### config.mk
export PLATFORM = sky130hd
export DESIGN_NAME = lb_decoder
export DESIGN_NICKNAME = d
export VERILOG_FILES = /design/src/rtl/delqa_pkg.sv /design/src/rtl/lb_decoder.sv
export VERILOG_INCLUDE_DIRS = /design/src /design/src/rtl
export SDC_FILE = /design/constraint.sdc
export NUM_CORES = 1
export LEC_CHECK = 0
export BUFFER_PORTS_ARGS = -buffer_cell sky130_fd_sc_hd__buf_4
export CAP_MARGIN = 15
export CORE_MARGIN = 4
export CORE_UTILIZATION = 30
export DETAILED_ROUTE_END_ITERATION = 6
export MAX_ROUTING_LAYER = met4
export PLACE_DENSITY = 0.91
export SKIP_LAST_GASP = 1
export SYNTH_ARGS = -nofsm -noshare
export SYNTH_HDL_FRONTEND = slang
export SYNTH_SLANG_ARGS = --single-unit
### constraint.sdc
create_clock -name lwb_clkp -period 2.5 [get_ports lwb_clkp]
set_input_delay 0.25 -clock lwb_clkp [delete_from_list [all_inputs] [get_ports lwb_clkp]]
set_output_delay 0.25 -clock lwb_clkp [all_outputs]
set_load 0.05 [all_outputs]
### src/rtl/delqa_settings.svh
/*
  widths, buffer depths and region bases of the DELQA shared-memory core
  bases are local-bus byte addresses, each region aligned to its own size
  byte select is two bits, so the data width stays at 16
*/
`ifndef DELQA_SETTINGS_SVH
`define DELQA_SETTINGS_SVH

//******************************
// bus widths
//******************************
`define DQ_DATA_W	16	// data bus width
`define DQ_ADR_W	16	// local-bus byte address width

//******************************
// buffer depths, as word address widths
//******************************
`define DQ_RXBUF_AW	11	// 2048 words of receive buffer
`define DQ_TXBUF_AW	10	// 1024 words of transmit buffer
`define DQ_BDL_AW	3	// eight descriptor words

//******************************
// region bases, octal byte addresses
//******************************
`define DQ_RXBUF_BASE	(16'o010000)	// 010000-017777
`define DQ_TXBUF_BASE	(16'o020000)	// 020000-023777
`define DQ_BDL_BASE	(16'o024000)	// 024000-024017

`endif
### src/rtl/delqa_pkg.sv
/*
  shared types of the core
  word addresses are the byte address without bit 0
*/
`include "delqa_settings.svh"

package delqa_pkg;

	// one local-bus request as seen by the targets
	typedef struct packed {
		logic [`DQ_ADR_W-2:0]	adr;	// word address
		logic [`DQ_DATA_W-1:0]	dat;	// write data
		logic			we;	// 1 - write
		logic [1:0]		sel;	// byte selects, bit 1 is high byte
	} lb_req_t;

	// one DMA-side request, always whole words
	typedef struct packed {
		logic [`DQ_ADR_W-2:0]	adr;	// word address, as dma_lad[15:1]
		logic [`DQ_DATA_W-1:0]	dat;	// write data
		logic			we;	// 1 - write into the core
	} dma_req_t;

	// decoded target of an access
	typedef enum logic [1:0] {
		REG_NONE,	// unmapped
		REG_RXBUF,	// receive buffer
		REG_TXBUF,	// transmit buffer
		REG_BDL		// descriptor registers
	} region_e;

endpackage

### src/rtl/lb_decoder.sv
/*
  Wishbone slave front end of the core
  ack comes one cycle after cyc & stb, for every address, mapped or not
  unmapped reads return zero and unmapped writes are dropped
  master must drop stb for a cycle after ack
*/
`include "delqa_settings.svh"

module lb_decoder import delqa_pkg::*; (
	input  logic			lwb_clkp,	// bus clock
	input  logic			wb_rst_i,	// async reset
	input  logic			wb_cyc_i,	// bus cycle
	input  logic			wb_stb_i,	// strobe
	input  logic			wb_we_i,	// 1 - write
	input  logic [1:0]		wb_sel_i,	// byte selects
	input  logic [`DQ_ADR_W-1:0]	wb_adr_i,	// byte address
	input  logic [`DQ_DATA_W-1:0]	wb_dat_i,	// write data
	output logic			wb_ack_o,	// registered ack
	output logic [`DQ_DATA_W-1:0]	wb_dat_o,	// read data, valid with ack
	output lb_req_t			lb_req_o,	// request to targets
	output logic			rxb_sel_o,	// receive buffer select
	output logic			txb_sel_o,	// transmit buffer select
	output logic			bdl_sel_o,	// BDL select
	input  logic [`DQ_DATA_W-1:0]	rxb_dat_i,	// words back from targets
	input  logic [`DQ_DATA_W-1:0]	txb_dat_i,
	input  logic [`DQ_DATA_W-1:0]	bdl_dat_i
);

localparam int RX_SH  = `DQ_RXBUF_AW + 1;	// byte address bits inside each region
localparam int TX_SH  = `DQ_TXBUF_AW + 1;
localparam int BDL_SH = `DQ_BDL_AW + 1;

logic		req;		// new request, not yet answered
region_e	region;		// decoded target
region_e	region_q;	// target of the access being acked

assign req = wb_cyc_i & wb_stb_i & ~wb_ack_o;

//******************************
// address decode
//******************************
always_comb begin
	if ((wb_adr_i >> RX_SH) == (`DQ_RXBUF_BASE >> RX_SH))
		region = REG_RXBUF;
	else if ((wb_adr_i >> TX_SH) == (`DQ_TXBUF_BASE >> TX_SH))
		region = REG_TXBUF;
	else if ((wb_adr_i >> BDL_SH) == (`DQ_BDL_BASE >> BDL_SH))
		region = REG_BDL;
	else
		region = REG_NONE;
end

assign rxb_sel_o = req & (region == REG_RXBUF);
assign txb_sel_o = req & (region == REG_TXBUF);
assign bdl_sel_o = req & (region == REG_BDL);

assign lb_req_o = '{adr: wb_adr_i[`DQ_ADR_W-1:1], dat: wb_dat_i, we: wb_we_i, sel: wb_sel_i};

always_ff @(posedge lwb_clkp or posedge wb_rst_i) begin
	if (wb_rst_i) begin
		wb_ack_o <= 1'b0;
		region_q <= REG_NONE;
	end else begin
		wb_ack_o <= req;		// one ack per request
		if (req)
			region_q <= region;	// steers the returned word
	end
end

// return mux, zero when nothing mapped
always_comb begin
	case (region_q)
		REG_RXBUF:	wb_dat_o = rxb_dat_i;
		REG_TXBUF:	wb_dat_o = txb_dat_i;
		REG_BDL:	wb_dat_o = bdl_dat_i;
		default:	wb_dat_o = '0;
	endcase
end

// a strobe still held after ack would be answered a second time
a_stb_drop: assert property (@(posedge lwb_clkp) disable iff (wb_rst_i)
	wb_ack_o |-> !(wb_cyc_i && wb_stb_i))
	else $error("lb_decoder: master kept stb high after ack");

endmodule

==> metrics.csv <==
metric;value;unit
CTS sink count;3;
Seq/Total Area, Yosys;8.62;%
EDFF count, synth;0;
Setup crit end kind;output port;
max frequency;0.495;GHz
top-count cell post-synth;buf_4;
initial antenna violation count;0;
Critical-path top delay cell;dfrtp_1;
CTS resizes;0;
Startpoint Class;flip-flop;
post-synth top area cell;buf_4;
Worst Max-Slew Pin Slew;0.678;ns
first-pass GRT wire length;3.44;mm
fin crit period;2.02;ns
min-delay src;wb_adr_i[14];
relative slew slack;54.8;%
critical-path cell list;buf_4, mux2_4, a22o_1, buf_4;
Fill cells;275;
cell leakage power;0.720;nW
ys flop type;dfrtp_1;
Tot GR Track Use;12.3;%
Initial Util;31.6;%
hold_buf cts;1;
RR Startpoint;wb_ack_o;
Worst EP required;2.25;ns
Syn Nets;183;
crit path max fanout;10;
Synth async-reset ratio;100;%
hold path endpoint;region_q[0];
CTS root buf;clkbuf_4;
CTS tree;done;
status;complete, no violations;
Worst Reg-to-Reg Cells;4;
largest net degree at the start of global routing;19;
Port Buffer Count;95;
register bit total from synthesis;3;
drt pass-1 iters;4;
core area;2760;um^2
Vias;892;
top cell type's share of synthesized area;29.3;%
overall power;0.402;mW
vias in the first global route;852;
setup_tns;0;ns
Final Net Count;245;
DRC;0;
Avg WL per Cell;14.7;um
Post-synth top cells;buf_4, a22o_1, mux2_4;
CTS buffer count;3;
YS warnings;0;
count of cell types in the netlist;23;
Setup CP Type;reg2out;
non-filler instance count after layout;188;
Antenna Violating Nets Remaining;0;
Iter 0 DRT Violations;30;
Post-CTS Setup Inserts;0;
Worst VDD drop;0.000197;V
fraction of layout cells with a size suffix above 1;74.5;%
HP Class;in2reg;
PwrDens;298;nW/um^2
worst skew pair latency;0.23;ns
synth top area cells;buf_4, a22o_1, mux2_4, mux2_2, dfrtp_1;
hold violation total from the final report;0;
Mapped Avg Cell Area;9.07;um^2
Mapped Area;871;um^2
Die Y-Extent;61.9;um
cell row count;19;
leftover overflow at the end of global routing;0;
Mapped Cells;96;
RSZ-0062 raised after global routing;false;
final slew viol count;0;
Area Overhead vs Synth;54.9;%
sequential cell area;75.1;um^2
Reg clk slew, reported paths;0.03;ns
r2r endpoint;region_q[1];
clk buf depth;2;
die extent in x;61.9;um
Clock Skew;0.00115;ns
CP dominant cell by count;buf_4;
Setup Viol. Count Final;0;
die area;3830;um^2
post-route clock period utilization;80.8;%
reg-to-reg setup timing slack;1.46;ns
Placer Congestion;0.743;
Arrival @ worst endpoint;1.77;ns
# IOs;141;
worst hold path depth;4;
drt total wl;2.77;mm
max cap viols;0;
ant diodes;0;
Placed Cells;183;
H-tree levels;1;
DPL Wire Length;2.41;mm
multi-input combinational cell area;470;um^2
max incr delay on CP;0.57;ns
vias per cell;4.74;
## cell usage in the layout, fill, tap and decap left out, drive strengths merged
cell / netlist / final
a22o: 16 / 16
mux2: 16 / 16
dfrtp: 3 / 3
dlygate4sd3: 0 / 1
nor4b: 1 / 1
nor4: 1 / 1
nand3: 1 / 1
a31oi: 1 / 1
inv: 2 / 2
a21boi: 1 / 1
o21ai: 2 / 2
buf: 39 / 96
clkbuf: 1 / 4
nor2b: 3 / 3
nand3b: 1 / 1
and3: 1 / 1
nand2: 4 / 4
nor2: 3 / 3
## critical path, delay by kind of cell (launching register included)
family	cells	cell delay, ns
buf+inv	2	0.48
flops	1	0.57
mux	1	0.32
compound gates	1	0.18
## layout make-up
cell class                 count  share of cell area (%)
clock buffer                   4                    1.95
inverter                       2                   0.557
multi-input combinational     51                    34.9
sequential                     3                    5.57
tap                           31                    2.88
timing repair buffer          97                    54.2
## sequential cells by signal, indices dropped and copies added (netlist names)
signal / flops
region_q: 2
wb_ack_o: 1
## worst max path at each step
| stage | from | to | slack [ns] |
|---|---|---|---|
| after floorplan | wb_ack_o | bdl_sel_o | 0.57 |
| after global placement | region_q[0] | wb_dat_o[5] | 0.71 |
| after detailed placement | region_q[0] | wb_dat_o[4] | 0.68 |
| after CTS | region_q[0] | wb_dat_o[4] | 0.44 |
| after global routing | region_q[0] | wb_dat_o[15] | 0.38 |
| final | region_q[0] | wb_dat_o[9] | 0.48 |
## report_power, final
| part | internal [mW] | leakage, nW | switching [mW] |
|---|---|---|---|
| Combinational | 0.132 | 0.664 | 0.131 |
| Clock | 0.0597 | 0.0150 | 0.0227 |
| Sequential | 0.0509 | 0.0407 | 0.00626 |
## kinds of logic after synthesis
family                 Yosys count  share of synthesized area, %
buffers and inverters           42                          37.4
muxes                           16                          24.6
AOI/OAI and AO/OA               20                          18.8
and+or+nand+nor                 15                          10.6
DFF                              3                          8.62
## per-stage QoR
step | hold WS, ns | utilization [%] | setup slack [ns] | instance area [um^2]
after floorplan | 0.00364 | - | 0.566 | 871
after global placement | 0.127 | 47.6 | 0.708 | 1310
after detailed placement | 0.130 | 47.6 | 0.684 | 1310
after CTS | 0.349 | 48.9 | 0.435 | 1350
after global routing | 0.366 | 48.9 | 0.381 | 1350
final | 0.346 | 48.9 | 0.480 | 1350
## per-layer routing
layer | wire, um | part of all wire [%] | global-route usage [%] | vias up
met5 | 0 | 0 | - | -
met2 | 1510 | 54 | 24.8 | 71
li1 | - | - | - | 428
met4 | 6 | 0.22 | 3.64 | 0
met1 | 772 | 28 | 10.1 | 391
met3 | 482 | 17 | 4.55 | 2
No activity file was read; power rests on OpenSTA's default activity.
