<file path="src/rtl/delqa_settings.svh">
/*
  widths, buffer depths and region bases of the DELQA shared-memory core
  bases are local-bus byte addresses, each region aligned to its own size
  byte select is two bits, so the data width stays at 16
*/
`ifndef DELQA_SETTINGS_SVH
`define DELQA_SETTINGS_SVH

//******************************
// bus widths
//******************************
`define DQ_DATA_W	16	// data bus width
`define DQ_ADR_W	16	// local-bus byte address width

//******************************
// buffer depths, as word address widths
//******************************
`define DQ_RXBUF_AW	11	// 2048 words of receive buffer
`define DQ_TXBUF_AW	10	// 1024 words of transmit buffer
`define DQ_BDL_AW	3	// eight descriptor words

//******************************
// region bases, octal byte addresses
//******************************
`define DQ_RXBUF_BASE	(16'o010000)	// 010000-017777
`define DQ_TXBUF_BASE	(16'o020000)	// 020000-023777
`define DQ_BDL_BASE	(16'o024000)	// 024000-024017

`endif
</file>
<file path="src/rtl/delqa_pkg.sv">
/*
  shared types of the core
  word addresses are the byte address without bit 0
*/
`include "delqa_settings.svh"

package delqa_pkg;

	// one local-bus request as seen by the targets
	typedef struct packed {
		logic [`DQ_ADR_W-2:0]	adr;	// word address
		logic [`DQ_DATA_W-1:0]	dat;	// write data
		logic			we;	// 1 - write
		logic [1:0]		sel;	// byte selects, bit 1 is high byte
	} lb_req_t;

	// one DMA-side request, always whole words
	typedef struct packed {
		logic [`DQ_ADR_W-2:0]	adr;	// word address, as dma_lad[15:1]
		logic [`DQ_DATA_W-1:0]	dat;	// write data
		logic			we;	// 1 - write into the core
	} dma_req_t;

	// decoded target of an access
	typedef enum logic [1:0] {
		REG_NONE,	// unmapped
		REG_RXBUF,	// receive buffer
		REG_TXBUF,	// transmit buffer
		REG_BDL		// descriptor registers
	} region_e;

endpackage

</file>
<file path="src/rtl/bdl_regs.sv">
/*
  eight buffer descriptor words, cleared by reset
  local bus writes honor byte selects, DMA writes whole words
  reads on both sides are registered, old value on a same-cycle write
*/
`include "delqa_settings.svh"

module bdl_regs import delqa_pkg::*; (
	input  logic			lwb_clkp,	// bus clock
	input  logic			wb_rst_i,	// async reset
	input  lb_req_t			lb_req_i,	// local-bus request
	input  logic			lb_sel_i,	// local-bus select
	output logic [`DQ_DATA_W-1:0]	lb_dat_o,	// local-bus read word
	input  logic			dma_sel_i,	// DMA select
	input  logic			dma_we_i,	// DMA write
	input  logic [`DQ_BDL_AW-1:0]	dma_adr_i,	// DMA register index
	input  logic [`DQ_DATA_W-1:0]	dma_dat_i,	// DMA write word
	output logic [`DQ_DATA_W-1:0]	dma_dat_o	// DMA read word
);

logic [`DQ_DATA_W-1:0]	bdl [0:(1 << `DQ_BDL_AW)-1];	// descriptor words
logic [`DQ_BDL_AW-1:0]	lb_idx;				// local-bus index

assign lb_idx = lb_req_i.adr[`DQ_BDL_AW-1:0];

always_ff @(posedge lwb_clkp or posedge wb_rst_i) begin
	if (wb_rst_i) begin
		for (int i = 0; i < (1 << `DQ_BDL_AW); i++)
			bdl[i] <= '0;
	end else begin
		if (lb_sel_i && lb_req_i.we) begin
			if (lb_req_i.sel[0])
				bdl[lb_idx][7:0] <= lb_req_i.dat[7:0];
			if (lb_req_i.sel[1])
				bdl[lb_idx][15:8] <= lb_req_i.dat[15:8];
		end
		if (dma_sel_i && dma_we_i)
			bdl[dma_adr_i] <= dma_dat_i;	// DMA last, wins a tie
	end
end

//******************************
// registered reads
//******************************
always_ff @(posedge lwb_clkp) begin
	if (lb_sel_i)
		lb_dat_o <= bdl[lb_idx];
	if (dma_sel_i && !dma_we_i)
		dma_dat_o <= bdl[dma_adr_i];
end

endmodule

</file>
<file path="config.mk">
export PLATFORM = sky130hd
export DESIGN_NAME = bdl_regs
export DESIGN_NICKNAME = d
export VERILOG_FILES = /design/src/rtl/delqa_pkg.sv /design/src/rtl/bdl_regs.sv
export VERILOG_INCLUDE_DIRS = /design/src /design/src/rtl
export SDC_FILE = /design/constraint.sdc
export NUM_CORES = 1
export LEC_CHECK = 0
export ABC_AREA = 0
export ABC_CLOCK_PERIOD_IN_PS = 8700
export BUFFER_PORTS_ARGS = -buffer_cell sky130_fd_sc_hd__buf_2
export CORE_ASPECT_RATIO = 0.9
export CORE_MARGIN = 1
export CORE_UTILIZATION = 30
export CTS_CLUSTER_DIAMETER = 200
export CTS_CLUSTER_SIZE = 24
export DETAILED_ROUTE_END_ITERATION = 7
export SETUP_SLACK_MARGIN = 0.02
export SYNTH_ARGS = -nofsm -noshare
export SYNTH_HDL_FRONTEND = slang
export SYNTH_SLANG_ARGS = --single-unit
export TNS_END_PERCENT = 20
</file>
<file path="constraint.sdc">
create_clock -name lwb_clkp -period 8.7 [get_ports lwb_clkp]
set_input_delay 2.61 -clock lwb_clkp [delete_from_list [all_inputs] [get_ports lwb_clkp]]
set_output_delay 2.61 -clock lwb_clkp [all_outputs]
set_load 0.02 [all_outputs]
</file>
==> impl_metrics.yaml <==
min_path:
  min_path_cells: 2
  holdPathEnd: "bdl[15]$_DFF_PP0_"
  min_path_type: "reg2reg"
  hold_start: "bdl[15]$_DFF_PP0_"
power_and_ir_drop:
  p_comb_frac: 0.216
  pwr-share-seq: 0.452
  p_leak_nw: 4.29
  ir_drop_uv: 123
  internal_power_mw: 1.68
  power_frac_clock: 0.332
  switchingPower_mw: 0.719
  total_power_mw: 2.40
  sw_frac_of_total: 0.300
  p_per_area_mw_per_mm2: 234
global_route:
  grt_pass1_wl_mm: 47.4
  grt_use_total: 0.209
  antenna_found_initial: 6
  grt_max_degree: 50
  grt_overflow: 0
  grt_pass1_vias: 7647
floorplanning:
  die-width_um: 185
  io_pins: 90
  rows: 59
  dieArea_mm2: 0.0308
  design.core.area_mm2: 0.0292
  start_util: 0.309
  dieHeight_um: 167
final_layout:
  fillCellCount: 2964
  area_growth_pct: 13.6
  drive_above_1_share: 0.205
  final_nets: 1043
worst_setup_path:
  crit_arrival_ps: 4900
  end_kind: "register"
  cpPeakStageDelay_ps: 740
  critPathMaxFanout: 35
  cp_top_family: "simple AND/OR/NAND/NOR gates"
  critPathSlowestCell: "and2_0"
  r2r_start: "bdl[71]$_DFF_PP0_"
  critPathLaunchType: "input pin"
  critPathRequiredTime_ps: 9000
  r2r_setup_slack_ps: 7070
  cp_cell_sequence: "buf_2 > and2_0 > nand2_1 > nand2_1 > a31oi_1"
  r2r_cells: 4
  r2r-end: "lb_dat_o[7]$_DFFE_PP_"
  critPathBufInv: 1
  crit_type: "in2reg"
  crit_top_cell: "nand2_1"
run:
  cap_violations: 0
clock_tree:
  numCtsBuffers: 17
  cts-root-buf: "clkbuf_16"
  cts.path.max_buffers: 2
  cts.repair.resized: 0
  cts_tree: "yes"
  postCtsHoldBufs: 0
  clk_pin_slew_worst_paths_ps: 60
  clkSinkCount: 160
  post-cts-setup-buffers: 0
  cts_max_level: 4
  clk_latency_ps: 440
yosys:
  synth_fp_nets: 1019
  synth-edff-count: 32
  synth.cell_area_mm2: 0.00903
  synth_cell_types: 47
  syn_avg_cell_area_um2: 9.39
  synth_ff_type: "dfrtp_1"
  yosysSeqAreaShare: 0.461
  synth_top_family_by_area: "simple AND/OR/NAND/NOR gates"
  synth_compound_area_frac: 0.127
  synthCells: 961
  synth.area.top_cells: "dfrtp_1 (35%), nand2_1 (11%), edfxtp_1 (11%), mux4_2 (10%), a31oi_1 (8.6%)"
  synthAdderAreaFrac: 0
  yosys_warnings: 0
  synthMuxAreaShare: 0.163
  synth-async-reset-ratio: 0.800
  synth_top_cell_area_share: 0.355
  synth_seq_cells: 160
  synthSimpleGateAreaFrac: 0.204
  synthXorXnorAreaFrac: 0
  synth_top_area_cell: "dfrtp_1"
  yosys-top-cells-count: "nand2_1 (261), nor2_1 (141), dfrtp_1 (128)"
  yosys.cell_count.top_type: "nand2_1"
placed_design:
  dpl_worst_slack_ps: 3770
  dp_hpwl_mm: 19.3
  gp_congestion: 0.879
  portBuffers: 77
timing:
  hold_ws_ps: 549
  layout_setup_ws_ps: 4100
  relSlewSlack: 0.249
  hold_violations: 0
  drv_slew: 0
  setup_tns_ps: 0
  worstMarginPinSlew_ps: 1130
  fmax_mhz: 217
  grt_setup_unrepaired: "no"
  period_share: 0.529
  final.min_clock_period_ps: 4600
  clock_skew_ps: 7.26
  setup_viol: 0
drt:
  vias: 7918
  dr.pass1.iters: 6
  first_iter_violations: 967
  drc: 0
  route.detailed.vias_per_inst: 5.67
  wl_mm: 31.6
  wl_per_cell_um: 22.6
  ant_nets: 0
outcome:
  status: "finished, final reports clean"
sequential cells by signal (all words and copies together), names as in the netlist:
| register | cells |
|---|---|
| bdl | 128 |
| lb_dat_o | 16 |
| dma_dat_o | 16 |
layout make-up:
type,count,area [um2],area share
antenna,3,7.51,0.000732
tap,396,495,0.0483
multi-input combinational,712,4460,0.435
clock buffer,21,493,0.0481
sequential,160,4160,0.406
clock inverter,11,126,0.0123
inverter,3,13.8,0.00134
timing repair buffer,91,490,0.0478
metrics by stage:
step | instances | utilization | cell area [um2]
6_report | 1397 | 0.351 | 10300
2_1_floorplan | 961 | - | 9030
3_3_place_gp | 1362 | 0.329 | 9620
4_1_cts | 1394 | 0.350 | 10200
5_1_grt | 1395 | 0.350 | 10200
3_5_place_dp | 1362 | 0.329 | 9620
worst register-to-register path: stages (launching register included):
cell and delay (ps):
dfrtp_1 400, mux2_2 290, a221oi_1 280, a21oi_1 70, a311o_1 330
power groups by stage:
stage	clock (mW)	combinational [mW]	sequential, mW
after floorplan	0	0.377	1.08
final	0.797	0.520	1.09
after CTS	0.799	0.518	1.08
after global placement	0	0.503	1.09
after detailed placement	0	0.517	1.10
after global routing	0.829	0.569	1.11
logic make-up (layout without fill, tap and decap cells):
logic type / count (synthesis) / in the layout
buf+inv: 89 / 126
other cells: 0 / 3
compound gates: 175 / 175
mux: 91 / 91
simple gates: 446 / 446
flops: 160 / 160
routing by layer:
| metal | share of wire | track usage | vias to the layer above |
|---|---|---|---|
| met1 | 0.41 | 0.281 | 3908 |
| met2 | 0.45 | 0.315 | 438 |
| met5 | 0.0017 | 0 | - |
| met3 | 0.10 | 0.0507 | 95 |
| met4 | 0.033 | 0.0952 | 8 |
| li1 | - | - | 3469 |
layout by cell type (no fill, tap or decap), drive strengths merged, types with 2 or more instances in the layout:
master / synthesis / layout
a22oi: 10 / 10
and3b: 2 / 2
edfxtp: 32 / 32
bufinv: 0 / 2
nand3: 4 / 4
diode: 0 / 3
nor3: 2 / 2
a21oi: 12 / 12
nand2: 261 / 261
clkinv: 0 / 7
nor2b: 4 / 4
o22a: 3 / 3
o221ai: 2 / 2
mux2: 29 / 29
nand3b: 5 / 5
nor2: 146 / 146
inv: 3 / 4
a221oi: 5 / 5
nand2b: 4 / 4
o22ai: 4 / 4
nand4: 2 / 2
a22o: 5 / 5
nand4b: 2 / 2
mux4: 42 / 42
dfrtp: 128 / 128
clkbuf: 56 / 21
buf: 30 / 91
a221o: 3 / 3
and4b: 2 / 2
a31oi: 124 / 124
and3: 4 / 4
o21ai: 3 / 3
mux2i: 20 / 20
and2: 3 / 3
and4: 2 / 2
worst max-delay path by stage:
stage | startpoint | end | slack, ps | cells past startpoint
detailed placement | lb_req_i[19] | bdl[6]$_DFF_PP0_ | 3770 | 5
CTS | lb_req_i[19] | bdl[6]$_DFF_PP0_ | 4230 | 5
finish | lb_req_i[19] | bdl[68]$_DFF_PP0_ | 4100 | 5
floorplan | wb_rst_i | bdl[0]$_DFF_PP0_ | 2680 | 1
global route | lb_req_i[20] | bdl[94]$_DFF_PP0_ | 4130 | 6
global placement | lb_req_i[19] | bdl[5]$_DFF_PP0_ | 3730 | 5
No activity file was read; power rests on OpenSTA's default activity.
