File: src/rtl/delqa_settings.svh
/*
  widths, buffer depths and region bases of the DELQA shared-memory core
  bases are local-bus byte addresses, each region aligned to its own size
  byte select is two bits, so the data width stays at 16
*/
`ifndef DELQA_SETTINGS_SVH
`define DELQA_SETTINGS_SVH

//******************************
// bus widths
//******************************
`define DQ_DATA_W	16	// data bus width
`define DQ_ADR_W	16	// local-bus byte address width

//******************************
// buffer depths, as word address widths
//******************************
`define DQ_RXBUF_AW	11	// 2048 words of receive buffer
`define DQ_TXBUF_AW	10	// 1024 words of transmit buffer
`define DQ_BDL_AW	3	// eight descriptor words

//******************************
// region bases, octal byte addresses
//******************************
`define DQ_RXBUF_BASE	(16'o010000)	// 010000-017777
`define DQ_TXBUF_BASE	(16'o020000)	// 020000-023777
`define DQ_BDL_BASE	(16'o024000)	// 024000-024017

`endif
File: src/rtl/delqa_pkg.sv
/*
  shared types of the core
  word addresses are the byte address without bit 0
*/
`include "delqa_settings.svh"

package delqa_pkg;

	// one local-bus request as seen by the targets
	typedef struct packed {
		logic [`DQ_ADR_W-2:0]	adr;	// word address
		logic [`DQ_DATA_W-1:0]	dat;	// write data
		logic			we;	// 1 - write
		logic [1:0]		sel;	// byte selects, bit 1 is high byte
	} lb_req_t;

	// one DMA-side request, always whole words
	typedef struct packed {
		logic [`DQ_ADR_W-2:0]	adr;	// word address, as dma_lad[15:1]
		logic [`DQ_DATA_W-1:0]	dat;	// write data
		logic			we;	// 1 - write into the core
	} dma_req_t;

	// decoded target of an access
	typedef enum logic [1:0] {
		REG_NONE,	// unmapped
		REG_RXBUF,	// receive buffer
		REG_TXBUF,	// transmit buffer
		REG_BDL		// descriptor registers
	} region_e;

endpackage

File: src/rtl/dma_port.sv
/*
  local side of the DMA engine
  reads reach the receive buffer and BDL, writes the transmit buffer and BDL
  a write to the receive buffer or a read of the transmit buffer is acked
  and dropped, returning zero, as is any unmapped address
*/
`include "delqa_settings.svh"

module dma_port import delqa_pkg::*; (
	input  logic			lwb_clkp,	// bus clock
	input  logic			wb_rst_i,	// async reset
	input  logic			dma_stb_i,	// DMA strobe, held until ack
	input  dma_req_t		dma_req_i,	// address, data, direction
	output logic			dma_ack_o,	// registered ack
	output logic [`DQ_DATA_W-1:0]	dma_dat_o,	// read word, valid with ack
	output logic			rxb_rd_o,	// receive buffer read
	output logic			txb_we_o,	// transmit buffer write
	output logic			bdl_sel_o,	// BDL access
	output logic			bdl_we_o,	// BDL write
	input  logic [`DQ_DATA_W-1:0]	rxb_dat_i,	// receive buffer word
	input  logic [`DQ_DATA_W-1:0]	bdl_dat_i	// BDL word
);

localparam int RX_SH  = `DQ_RXBUF_AW + 1;
localparam int TX_SH  = `DQ_TXBUF_AW + 1;
localparam int BDL_SH = `DQ_BDL_AW + 1;

logic [`DQ_ADR_W-1:0]	lad;		// byte form of the local address
logic			req;		// unanswered request
region_e		region;		// decoded target
region_e		ret_q;		// source of the returned word

assign lad = {dma_req_i.adr, 1'b0};
assign req = dma_stb_i & ~dma_ack_o;

// same map the processor sees
always_comb begin
	if ((lad >> RX_SH) == (`DQ_RXBUF_BASE >> RX_SH))
		region = REG_RXBUF;
	else if ((lad >> TX_SH) == (`DQ_TXBUF_BASE >> TX_SH))
		region = REG_TXBUF;
	else if ((lad >> BDL_SH) == (`DQ_BDL_BASE >> BDL_SH))
		region = REG_BDL;
	else
		region = REG_NONE;
end

//******************************
// strobe steering
//******************************
assign rxb_rd_o  = req & (region == REG_RXBUF) & ~dma_req_i.we;	// read only
assign txb_we_o  = req & (region == REG_TXBUF) & dma_req_i.we;	// write only
assign bdl_sel_o = req & (region == REG_BDL);
assign bdl_we_o  = bdl_sel_o & dma_req_i.we;

always_ff @(posedge lwb_clkp or posedge wb_rst_i) begin
	if (wb_rst_i) begin
		dma_ack_o <= 1'b0;
		ret_q     <= REG_NONE;
	end else begin
		dma_ack_o <= req;
		if (req)
			ret_q <= dma_req_i.we ? REG_NONE : region;	// writes return zero
	end
end

always_comb begin
	case (ret_q)
		REG_RXBUF:	dma_dat_o = rxb_dat_i;
		REG_BDL:	dma_dat_o = bdl_dat_i;
		default:	dma_dat_o = '0;	// tx buffer reads land here
	endcase
end

endmodule

File: config.mk
export PLATFORM = sky130hd
export DESIGN_NAME = dma_port
export DESIGN_NICKNAME = d
export VERILOG_FILES = /design/src/rtl/delqa_pkg.sv /design/src/rtl/dma_port.sv
export VERILOG_INCLUDE_DIRS = /design/src /design/src/rtl
export SDC_FILE = /design/constraint.sdc
export NUM_CORES = 1
export LEC_CHECK = 0
export BUFFER_PORTS_ARGS = -buffer_cell sky130_fd_sc_hd__buf_4
export CAP_MARGIN = 20
export CORE_MARGIN = 3
export CORE_UTILIZATION = 27
export CTS_BUF_LIST = sky130_fd_sc_hd__clkbuf_4
export DETAILED_ROUTE_END_ITERATION = 7
export PLACE_DENSITY = 0.83
export SYNTH_ARGS = -nofsm -noshare
export SYNTH_HDL_FRONTEND = slang
export SYNTH_SLANG_ARGS = --single-unit
File: constraint.sdc
create_clock -name lwb_clkp -period 1.4 [get_ports lwb_clkp]
set_input_delay 0.21 -clock lwb_clkp [delete_from_list [all_inputs] [get_ports lwb_clkp]]
set_output_delay 0.21 -clock lwb_clkp [all_outputs]
set_load 0.05 [all_outputs]
==> results of run 1 <==
==> synthesized netlist by cell type (2+ instances only) <==
library cell	n
mux2i_1	16
nor2b_1	16
dfrtp_1	3
nor2_1	3
buf_4	2
inv_1	2
nor3_1	2
==> power by group <==
| group | total [W] | switching [W] | internal, W |
|---|---|---|---|
| Sequential | 0.000112 | 0.0000175 | 0.0000941 |
| Combinational | 0.000556 | 0.000279 | 0.000277 |
| Clock | 0.000187 | 0.0000601 | 0.000127 |
==> path summary, 6_finish.rpt <==
| kind | start | endpoint | slack, ns | cells after the start |
|---|---|---|---|---|
| max in group asynchronous | wb_rst_i | ret_q[0] | 0.83 | 3 |
| min reg2reg | ret_q[0] | ret_q[0] | 0.79 | 2 |
| max reg2reg | dma_ack_o | ret_q[0] | 0.25 | 6 |
| min in group asynchronous | wb_rst_i | ret_q[1] | 0.41 | 3 |
| max | ret_q[1] | dma_dat_o[15] | -0.17 | 4 |
| min | dma_req_i[29] | ret_q[0] | 0.33 | 3 |
==> state kept, by name, summed over array words and instances, names as in the netlist <==
register,count
dma_ack_o,1
ret_q,2
==> cell type report <==
class / count / share of cell area (%)
inverters: 2 / 0.659
well taps: 24 / 1.98
flip-flops and latches: 3 / 5.19
clock buffers: 4 / 1.98
multi-input cells: 49 / 40.4
repair buffers: 82 / 49.8
==> stage by stage <==
step                      cells  setup slack, ns  setup TNS, ns  power (W)  utilization [%]
after floorplan              57           -0.194          -1.07   0.000360                -
after global placement      152          -0.0498         -0.133   0.000538             72.5
after detailed placement    152          -0.0267        -0.0787   0.000547             72.5
after CTS                   160           -0.119          -1.54   0.000780             86.0
after global routing        164           -0.191          -3.04   0.000881             95.3
final                       164           -0.173          -2.35   0.000855             95.3
==> cells by family after synthesis <==
group,Yosys count,share of synthesized area (%)
AO/OA/AOI/OAI,4,6.49
AND/OR/NAND/NOR,29,39.2
multiplexers,16,33.2
flip-flops,3,15.6
buffers and inverters,5,5.45
==> tightest hold or removal path: stages <==
cell,delay [ns]
buf_6,0.07
or4b_4,0.15
a31oi_1,0.09
==> layout by cell type, fill, tap and decap left out, types with 2 or more instances in the layout <==
master	instances
dfrtp_2	3
mux2i_4	6
nor2b_4	5
buf_4	54
mux2i_1	5
nor2_1	2
nor2b_2	11
buf_6	21
mux2i_2	5
buf_8	4
clkbuf_4	4
==> per-layer routing <==
| metal | vias up | global-route usage [%] | wire [µm] |
|---|---|---|---|
| met3 | 10 | 3.69 | 169 |
| met1 | 388 | 22.2 | 1060 |
| met4 | 0 | 9.14 | 124 |
| met5 | - | 0 | 0 |
| li1 | 371 | - | - |
| met2 | 44 | 46.6 | 1970 |
==> timing repair <==
action / in CTS / in global routing
cloned: 0 / 1
endpoints found under the hold margin: 3 / 0
hold buffers: 1 / 0
setup endpoints to repair: 20 / 20
pin swaps: 6 / 5
setup buffers: 3 / 3
gates resized for setup: 33 / 24
==> summary.md, run 1 <==
| Metric | Value |
|---|---|
| Status | complete, but fails checks |
| Failing checks | negative setup slack |
| Leakage | 0.673 nW |
| Ys async rst share | 100% |
| CP max-delay cell | dfrtp_2 |
| Maximum vdd drop | 0.468 mV |
| Area of the die | 0.00233 mm² |
| Syn_nets | 124 |
| Worst EP arrival | 1.36 ns |
| Seq/Total Area, Yosys | 15.6% |
| Worst EP required | 1.19 ns |
| Initial Util | 30.2% |
| CP Cell Sequence | buf_12, mux2i_1, nor2b_2, buf_6 |
| Wire per inst | 20.3 µm |
| Cell Rows | 14 |
| Initial antenna violation count | 0 |
| Synth top area share | 33.2% |
| Die X | 48.2 µm |
| GR Overflow Total | 0 |
| Max-Cap Viols | 0 |
| Startpoint types | flop |
| Inserted Diodes | 0 |
| I/O pin total | 88 |
| Fmax achieved | 636 MHz |
| Setup WS post-layout | -0.173 ns |
| Netlist cell types | 20 |
| DP Area | 0.00116 mm² |
| Clock latency on the worst-skew pair | 0.25 ns |
| Total global-route track usage | 23.0% |
| Mean post-synth cell area | 8.45 µm² |
| Gpl congestion | 0.737 |
| Slowest stage delay, CP | 0.42 ns |
| TritonRoute pass-1 iters | 5 |
| Synth area leader | mux2i_1 |
| Cell area after synthesis | 482 µm² |
| H-tree depth | 1 |
| Post-DP HPWL | 1630 µm |
| Chip height | 48.2 µm |
| IO buf count | 68 |
| Antenna Violating Nets Remaining | 0 |
| Unrepaired setup endpoints after global routing | yes |
| Top cells by area, synth | mux2i_1 (33%), nor2b_1 (21%), dfrtp_1 (16%) |
| Share of post-route cells with drive strength above 1 | 89.3% |
| TritonCTS clock tree | built |
| Root Driver | clkbuf_4 |
| Slew of the pin with the lowest slew margin | 0.356 ns |
| Final net count | 208 |
| Cell area power density | 563 mW/mm² |
| CP Max Fanout | 6 |
| EDFF count, synth | 0 |
| CP bufs+invs | 2 |
| Area occupied by multi-input gates | 613 µm² |
| Kind of critical path | reg -> out |
| Filler cells | 38 |
| Hold crit path type | in -> reg |
| FF/Latch Area | 78.8 µm² |
| Hold_ws | 0.327 ns |
| Synth Flop Type | dfrtp_1 |
| Area Overhead vs Synth | 215% |
| First-pass GRT wire length | 3600 µm |
| Via-to-Cell Ratio | 4.96 |
| Slew margin rel. | 76.1% |
| TritonCTS Sinks | 3 |
| Fin. max-slew vios | 0 |
| Initial drt markers | 25 |
| Largest net degree at the start of global routing | 18 |
| Final hold vios | 0 |
| Clock Pin Slew Worst Setup and Hold Paths | 0.05 ns |
| Vias in the first global route | 813 |
| CP Capture Type | output pin |
| Core area | 0.00159 mm² |
| Cells after synthesis | 57 |
| Max Clock Skew | 0.00948 ns |
| Min Tclk post-route | 1.57 ns |
| Top delay family on crit path | flip-flops |
| Routed wire length | 3320 µm |
| Clk buf depth | 2 |
| FF+latch count, synth | 3 |
| Final Instance Area | 0.00152 mm² |
| Setup-failing EPs final | 20 |
| TritonCTS Buffers | 3 |
| Ys Warns | 0 |
| Final Cycle Share | 112% |
| Vias | 813 |
| Drt drc | 0 |
No activity file was read; power rests on OpenSTA's default activity.
==> run 2, diff against run 1 <==
CELL_PAD_IN_SITES_DETAIL_PLACEMENT = 1   (was not set)
CELL_PAD_IN_SITES_GLOBAL_PLACEMENT = 2   (was not set)
CORE_UTILIZATION = 10   (was 27)
PLACE_DENSITY = not set   (was 0.83)
PLACE_DENSITY_LB_ADDON = 0.1   (was not set)
==> summary.md, run 2 (synthesized netlist as in run 1, its figures left out) <==
| Metric | Value |
|---|---|
| Status | complete, but fails checks (unchanged) |
| Failing checks | negative setup slack (unchanged) |
| CP Cell Sequence | buf_4, mux2i_4, nor2b_4, buf_8 (was buf_12, mux2i_1, nor2b_2, buf_6) |
| Switching Fraction | 39.6% (was 41.7%) |
| Fmax achieved | 657 MHz (was 636 MHz) |
| First-pass GRT wire length | 3610 µm (was 3600 µm) |
| Leakage | 0.644 nW (was 0.673 nW) |
| I/O pin total | 88 (unchanged) |
| H-tree depth | 1 (unchanged) |
| Via-to-Cell Ratio | 4.07 (was 4.96) |
| Setup WS post-layout | -0.122 ns (was -0.173 ns) |
| Area Overhead vs Synth | 209% (was 215%) |
| Layout Cells excl Fill | 188 (was 164) |
| TritonCTS Buffers | 3 (unchanged) |
| Max-Cap Viols | 0 (unchanged) |
| Initial Util | 10.7% (was 30.2%) |
| Min Tclk post-route | 1.52 ns (was 1.57 ns) |
| Slowest stage delay, CP | 0.44 ns (was 0.42 ns) |
| Sequential power share | 14.0% (was 13.1%) |
| Inserted Diodes | 0 (unchanged) |
| Clk pwr share | 21.4% (was 21.9%) |
| Pre-CTS setup slack | -0.0821 ns (was -0.0267 ns) |
| Setup TNS | -1.49 ns (was -2.35 ns) |
| Hold crit path type | in -> reg (unchanged) |
| Sw Pwr | 0.000318 W (was 0.000357 W) |
| Setup-failing EPs final | 19 (was 20) |
| Gpl congestion | 0.665 (was 0.737) |
| Max Clock Skew | 0.00133 ns (was 0.00948 ns) |
| TritonRoute pass-1 iters | 3 (was 5) |
| Final hold vios | 0 (unchanged) |
| Fin. max-slew vios | 0 (unchanged) |
| Max reg flops | 2 (unchanged) |
| Post-DP HPWL | 1940 µm (was 1630 µm) |
| Antenna Violating Nets Remaining | 0 (unchanged) |
| GR Overflow Total | 0 (unchanged) |
| TritonCTS clock tree | built (unchanged) |
| Drt drc | 0 (unchanged) |
| Initial antenna violation count | 0 (unchanged) |
| Clk buf depth | 2 (unchanged) |
| Cell Rows | 24 (was 14) |
| R2R depth | 4 (was 6) |
| Commonest non-fill, non-tap cells in the layout | buf_4 (50), buf_6 (23), nor2b_2 (11) (was buf_4 (54), buf_6 (21), nor2b_2 (11)) |
| Area of the die | 0.00569 mm² (was 0.00233 mm²) |
| Root Driver | clkbuf_4 (unchanged) |
| Unrepaired setup endpoints after global routing | yes (unchanged) |
| Kind of critical path | reg -> out (unchanged) |
| Vias | 765 (was 813) |
| Total power | 0.000802 W (was 0.000855 W) |
| Startpoint types | flop (unchanged) |
| Internal cell power | 0.000484 W (was 0.000498 W) |
| CP Capture Type | output pin (unchanged) |
| Clock latency on the worst-skew pair | 0.23 ns (was 0.25 ns) |
| Wire per inst | 12.7 µm (was 20.3 µm) |
| DP Cell Count | 179 (was 152) |
| Final net count | 204 (was 208) |
| Vias in the first global route | 838 (was 813) |
| CP Max Fanout | 3 (was 6) |
| Initial drt markers | 8 (was 25) |
| Most common cell after layout, fill and taps aside | buf_4 (unchanged) |
| Total global-route track usage | 8.24% (was 23.0%) |
| Hold Path Depth | 3 (unchanged) |
| Routed wire length | 2400 µm (was 3320 µm) |
| IO buf count | 68 (unchanged) |
| CP max-delay cell | dfrtp_2 (unchanged) |
| Share of post-route cells with drive strength above 1 | 87.5% (was 89.3%) |
| Worst EP arrival | 1.31 ns (was 1.36 ns) |
| Largest net degree at the start of global routing | 18 (unchanged) |
| Leading registers by flop count | ret_q x2, dma_ack_o x1 (unchanged) |
| Final Cycle Share | 109% (was 112%) |
| Worst EP required | 1.19 ns (about the same) |
| Chip height | 75.4 µm (was 48.2 µm) |
| TritonCTS Sinks | 3 (unchanged) |
| Maximum vdd drop | 0.158 mV (was 0.468 mV) |
| Hold_ws | 0.305 ns (was 0.327 ns) |
| Clock Pin Slew Worst Setup and Hold Paths | 0.04 ns (was 0.05 ns) |
| Combinational Power Share | 64.6% (was 65.0%) |
| Register with the most flip-flops | ret_q (unchanged) |
| Slew of the pin with the lowest slew margin | 0.265 ns (was 0.356 ns) |
| Core area | 0.00450 mm² (was 0.00159 mm²) |
| Slew margin rel. | 82.4% (was 76.1%) |
| Cell area power density | 538 mW/mm² (was 563 mW/mm²) |
| Die X | 75.4 µm (was 48.2 µm) |
[run 2: cell types whose count changed in the layout (fill, tap and decap cells not counted), sizes merged]
cell and change:
buf -4
[run 2: repair_timing]
action / 4_1_cts / 5_1_grt
endpoints found under the hold margin: 3 / 0
setup endpoints to repair: 20 / 20
setup buffers: 3 / 0
gates resized for setup: 40 / 10
pin swaps: 7 / 5
hold buffers: 1 / 0
cloned: 0 / 1
[run 2: worst max-delay path, delay by kind of cell, from the launching register on]
| family | cells | cell delay [ns] |
|---|---|---|
| AND/OR/NAND/NOR | 1 | 0.13 |
| multiplexers | 1 | 0.19 |
| flip-flops | 1 | 0.44 |
| buffers and inverters | 2 | 0.33 |
[run 2: final cells by class]
class | count | area, µm²
flip-flops and latches | 3 | 78.8
well taps | 52 | 65.1
multi-input cells | 49 | 589
repair buffers | 78 | 719
clock buffers | 4 | 30.0
fillers | 518 | 3010
inverters | 2 | 7.51
[run 2: through the flow]
| step | area [µm²] | util (%) |
|---|---|---|
| final | 1490 | 33.1 |
| after global routing | 1490 | 33.1 |
| after CTS | 1420 | 31.5 |
| after detailed placement | 1180 | 26.3 |
| after global placement | 1180 | 26.3 |
| after floorplan | 577 | - |
[run 2: power by group through the flow]
stage	logic, W	registers, W	clock network (W)
detailed placement	0.000440	0.000113	0
global route	0.000546	0.000116	0.000188
global placement	0.000435	0.000114	0
CTS	0.000506	0.000114	0.000183
floorplan	0.000254	0.000107	0
finish	0.000518	0.000112	0.000172
[run 2: layer usage]
metal	global-route usage, %	part of all wire (%)	up-vias
li1	-	-	366
met1	8.77	36	358
met2	15.1	53	39
met3	2.24	10	2
met4	3.50	1.1	0
met5	0	0	-
[run 2: path summary, 6_finish.rpt]
kind,start,slack (ns),end
worst max-delay path,ret_q[1],-0.12,dma_dat_o[10]
worst min-delay path,dma_req_i[29],0.30,ret_q[0]
worst max register to register,dma_ack_o,0.39,ret_q[1]
worst min register to register,dma_ack_o,0.70,dma_ack_o
max in group asynchronous,wb_rst_i,0.86,ret_q[1]
min in group asynchronous,wb_rst_i,0.40,dma_ack_o
==> run 3, diff against run 2 <==
CTS_BUF_LIST = sky130_fd_sc_hd__clkbuf_8   (was sky130_fd_sc_hd__clkbuf_4)
clock period = 1.5 ns   (was 1.4 ns; I/O delays follow)
==> summary.md, run 3 (synthesized netlist as in run 1, its figures left out) <==
| Metric | Value |
|---|---|
| Startpoint types | flop (unchanged) |
| Slew margin rel. | 81.2% (was 82.4%) |
| Reg-to-Reg Start | ret_q[1] (was dma_ack_o) |
| IO buf count | 68 (unchanged) |
| Gpl congestion | 0.593 (was 0.665) |
| Commonest non-fill, non-tap cells in the layout | buf_4 (57), buf_6 (18), nor2b_2 (16) (was buf_4 (50), buf_6 (23), nor2b_2 (11)) |
| Via-to-Cell Ratio | 3.95 (was 4.07) |
| Slew of the pin with the lowest slew margin | 0.280 ns (was 0.265 ns) |
| CP Capture Type | output pin (unchanged) |
| H-tree depth | 1 (unchanged) |
| Kind of critical path | reg -> out (unchanged) |
| Area of the die | 0.00569 mm² (unchanged) |
| Wire per inst | 12.7 µm (about the same) |
| Min Tclk post-route | 1.50 ns |
| Hold path start | dma_stb_i (was dma_req_i[29]) |
| Antenna Violating Nets Remaining | 0 (unchanged) |
| Max-Cap Viols | 0 (unchanged) |
| Cell area power density | 558 mW/mm² (was 538 mW/mm²) |
| Hold Path Depth | 4 (was 3) |
| Routed wire length | 2400 µm (about the same) |
| TritonCTS Buffers | 3 (unchanged) |
| GR Overflow Total | 0 (unchanged) |
| CP Cell Sequence | buf_8, mux2i_2, nor2b_2, buf_6 (was buf_4, mux2i_4, nor2b_4, buf_8) |
| Slowest stage delay, CP | 0.44 ns (about the same) |
| Worst Hold End | dma_ack_o (was ret_q[0]) |
| Vias in the first global route | 760 (was 838) |
| I/O pin total | 88 (unchanged) |
| Most common cell after layout, fill and taps aside | buf_4 (unchanged) |
| Initial drt markers | 3 (was 8) |
| Fin. max-slew vios | 0 (unchanged) |
| Clock latency on the worst-skew pair | 0.22 ns (was 0.23 ns) |
| Maximum vdd drop | 0.184 mV (was 0.158 mV) |
| Hold_ws | 0.359 ns (was 0.305 ns) |
| CP Max Fanout | 5 (was 3) |
| Setup-failing EPs final | 0 (was 19) |
| Total global-route track usage | 7.61% (was 8.24%) |
| TritonRoute pass-1 iters | 2 (was 3) |
| Register with the most flip-flops | ret_q (unchanged) |
| Reg-to-reg endpoint | ret_q[1] (unchanged) |
| Initial Util | 10.7% (unchanged) |
| Flop2flop setup slack | 0.41 ns (was 0.39 ns) |
| Max Clock Skew | 0.000335 ns (was 0.00133 ns) |
| Initial antenna violation count | 0 (unchanged) |
| Worst EP arrival | 1.27 ns (was 1.31 ns) |
| Share of post-route cells with drive strength above 1 | 85.4% (was 87.5%) |
| First-pass GRT wire length | 3310 µm (was 3610 µm) |
| Area Overhead vs Synth | 191% (was 209%) |
| Status | finished, final reports clean (was complete, but fails checks) |
| Total power | 0.000781 W (was 0.000802 W) |
| Final Cycle Share | 99.8% |
| Core area | 0.00450 mm² (unchanged) |
| Final hold vios | 0 (unchanged) |
| TritonCTS Sinks | 3 (unchanged) |
| Cell Rows | 24 (unchanged) |
| Hold crit path type | in -> reg (unchanged) |
| Chip height | 75.4 µm (unchanged) |
| Inserted Diodes | 0 (unchanged) |
| Filler cells | 522 (was 518) |
| Final net count | 205 (was 204) |
| Drt drc | 0 (unchanged) |
| Leading registers by flop count | ret_q x2, dma_ack_o x1 (unchanged) |
| CP max-delay cell | dfrtp_2 (unchanged) |
| Vias | 747 (was 765) |
| Worst EP required | 1.27 ns (was 1.19 ns) |
| Unrepaired setup endpoints after global routing | yes (unchanged) |
| Clk buf depth | 2 (unchanged) |
| CP bufs+invs | 2 (unchanged) |
| Fmax achieved | 668 MHz |
| Die X | 75.4 µm (unchanged) |
| Max reg flops | 2 (unchanged) |
| R2R depth | 3 (was 4) |
| Clock Pin Slew Worst Setup and Hold Paths | 0.03 ns (was 0.04 ns) |
| Post-DP HPWL | 1950 µm (was 1940 µm) |
| Top delay family on crit path | flip-flops (unchanged) |
| TritonCTS clock tree | built (unchanged) |
| Root Driver | clkbuf_8 (was clkbuf_4) |
| Largest net degree at the start of global routing | 18 (unchanged) |
| Leakage | 0.635 nW (was 0.644 nW) |
## run 3: cell types whose count changed in the layout (fill, tap and decap cells not counted), moves of 3 or more
cell	previous run	this run
clkbuf_8	0	3
nor2b_4	5	0
nor2b_2	11	16
mux2i_4	5	0
mux2i_2	2	7
clkbuf_4	4	0
buf_6	23	18
buf_4	50	57
## run 3: routing by layer
metal | part of all wire (%) | GRT usage (%)
met3 | 10 | 1.45
met1 | 36 | 8.35
met2 | 52 | 13.7
met4 | 1.6 | 4.08
met5 | 0 | 0
## run 3: through the flow
| step | cell area, µm² | utilization (%) | setup TNS [ns] | worst slack [ns] | std cells |
|---|---|---|---|---|---|
| floorplan | 548 | - | -0.402 | -0.220 | 57 |
| global placement | 1140 | 25.4 | -0.106 | -0.0537 | 179 |
| detailed placement | 1140 | 25.4 | -0.0551 | -0.0238 | 179 |
| CTS | 1250 | 27.8 | -0.0231 | -0.0195 | 185 |
| global route | 1400 | 31.1 | -0.519 | -0.0600 | 189 |
| finish | 1400 | 31.1 | 0 | 0.00299 | 189 |
## run 3: how the worst max path moves through the flow
stage	slack [ns]	start	depth (start not counted)	to
after global routing	-0.06	dma_ack_o	5	txb_we_o
after floorplan	-0.22	dma_ack_o	4	txb_we_o
after detailed placement	-0.02	dma_req_i[31]	5	txb_we_o
after CTS	-0.02	dma_ack_o	5	txb_we_o
after global placement	-0.05	dma_req_i[22]	5	bdl_sel_o
final	0.003	ret_q[1]	4	dma_dat_o[5]
## run 3: layout make-up
type	instances	area, µm²	area share, %
clock inverters	1	3.75	0.268
clock buffers	3	41.3	2.95
well taps	52	65.1	4.65
repair buffers	79	696	49.7
inverters	2	7.51	0.536
flip-flops and latches	3	78.8	5.63
multi-input cells	49	508	36.3
## run 3: what timing repair did
item,4_1_cts,5_1_grt
cloned,0,1
hold endpoints to repair,3,0
buffers inserted,1,3
resized for setup,12,25
endpoints found under the setup margin,20,20
hold buffers,1,0
pin swaps,0,3
## run 3: where the power goes
group | switching [W] | leakage, nW | internal (W)
logic | 0.000225 | 0.573 | 0.000223
clock network | 0.0000534 | 0.0269 | 0.000174
registers | 0.0000169 | 0.0349 | 0.0000881
total | 0.000296 | 0.635 | 0.000485
## run 3: worst reg2reg max path, delay by kind of cell (launching register included)
| kind | cells | cell delay [ns] |
|---|---|---|
| DFF | 1 | 0.44 |
| buffers and inverters | 2 | 0.31 |
| AOI/OAI and AO/OA | 1 | 0.21 |
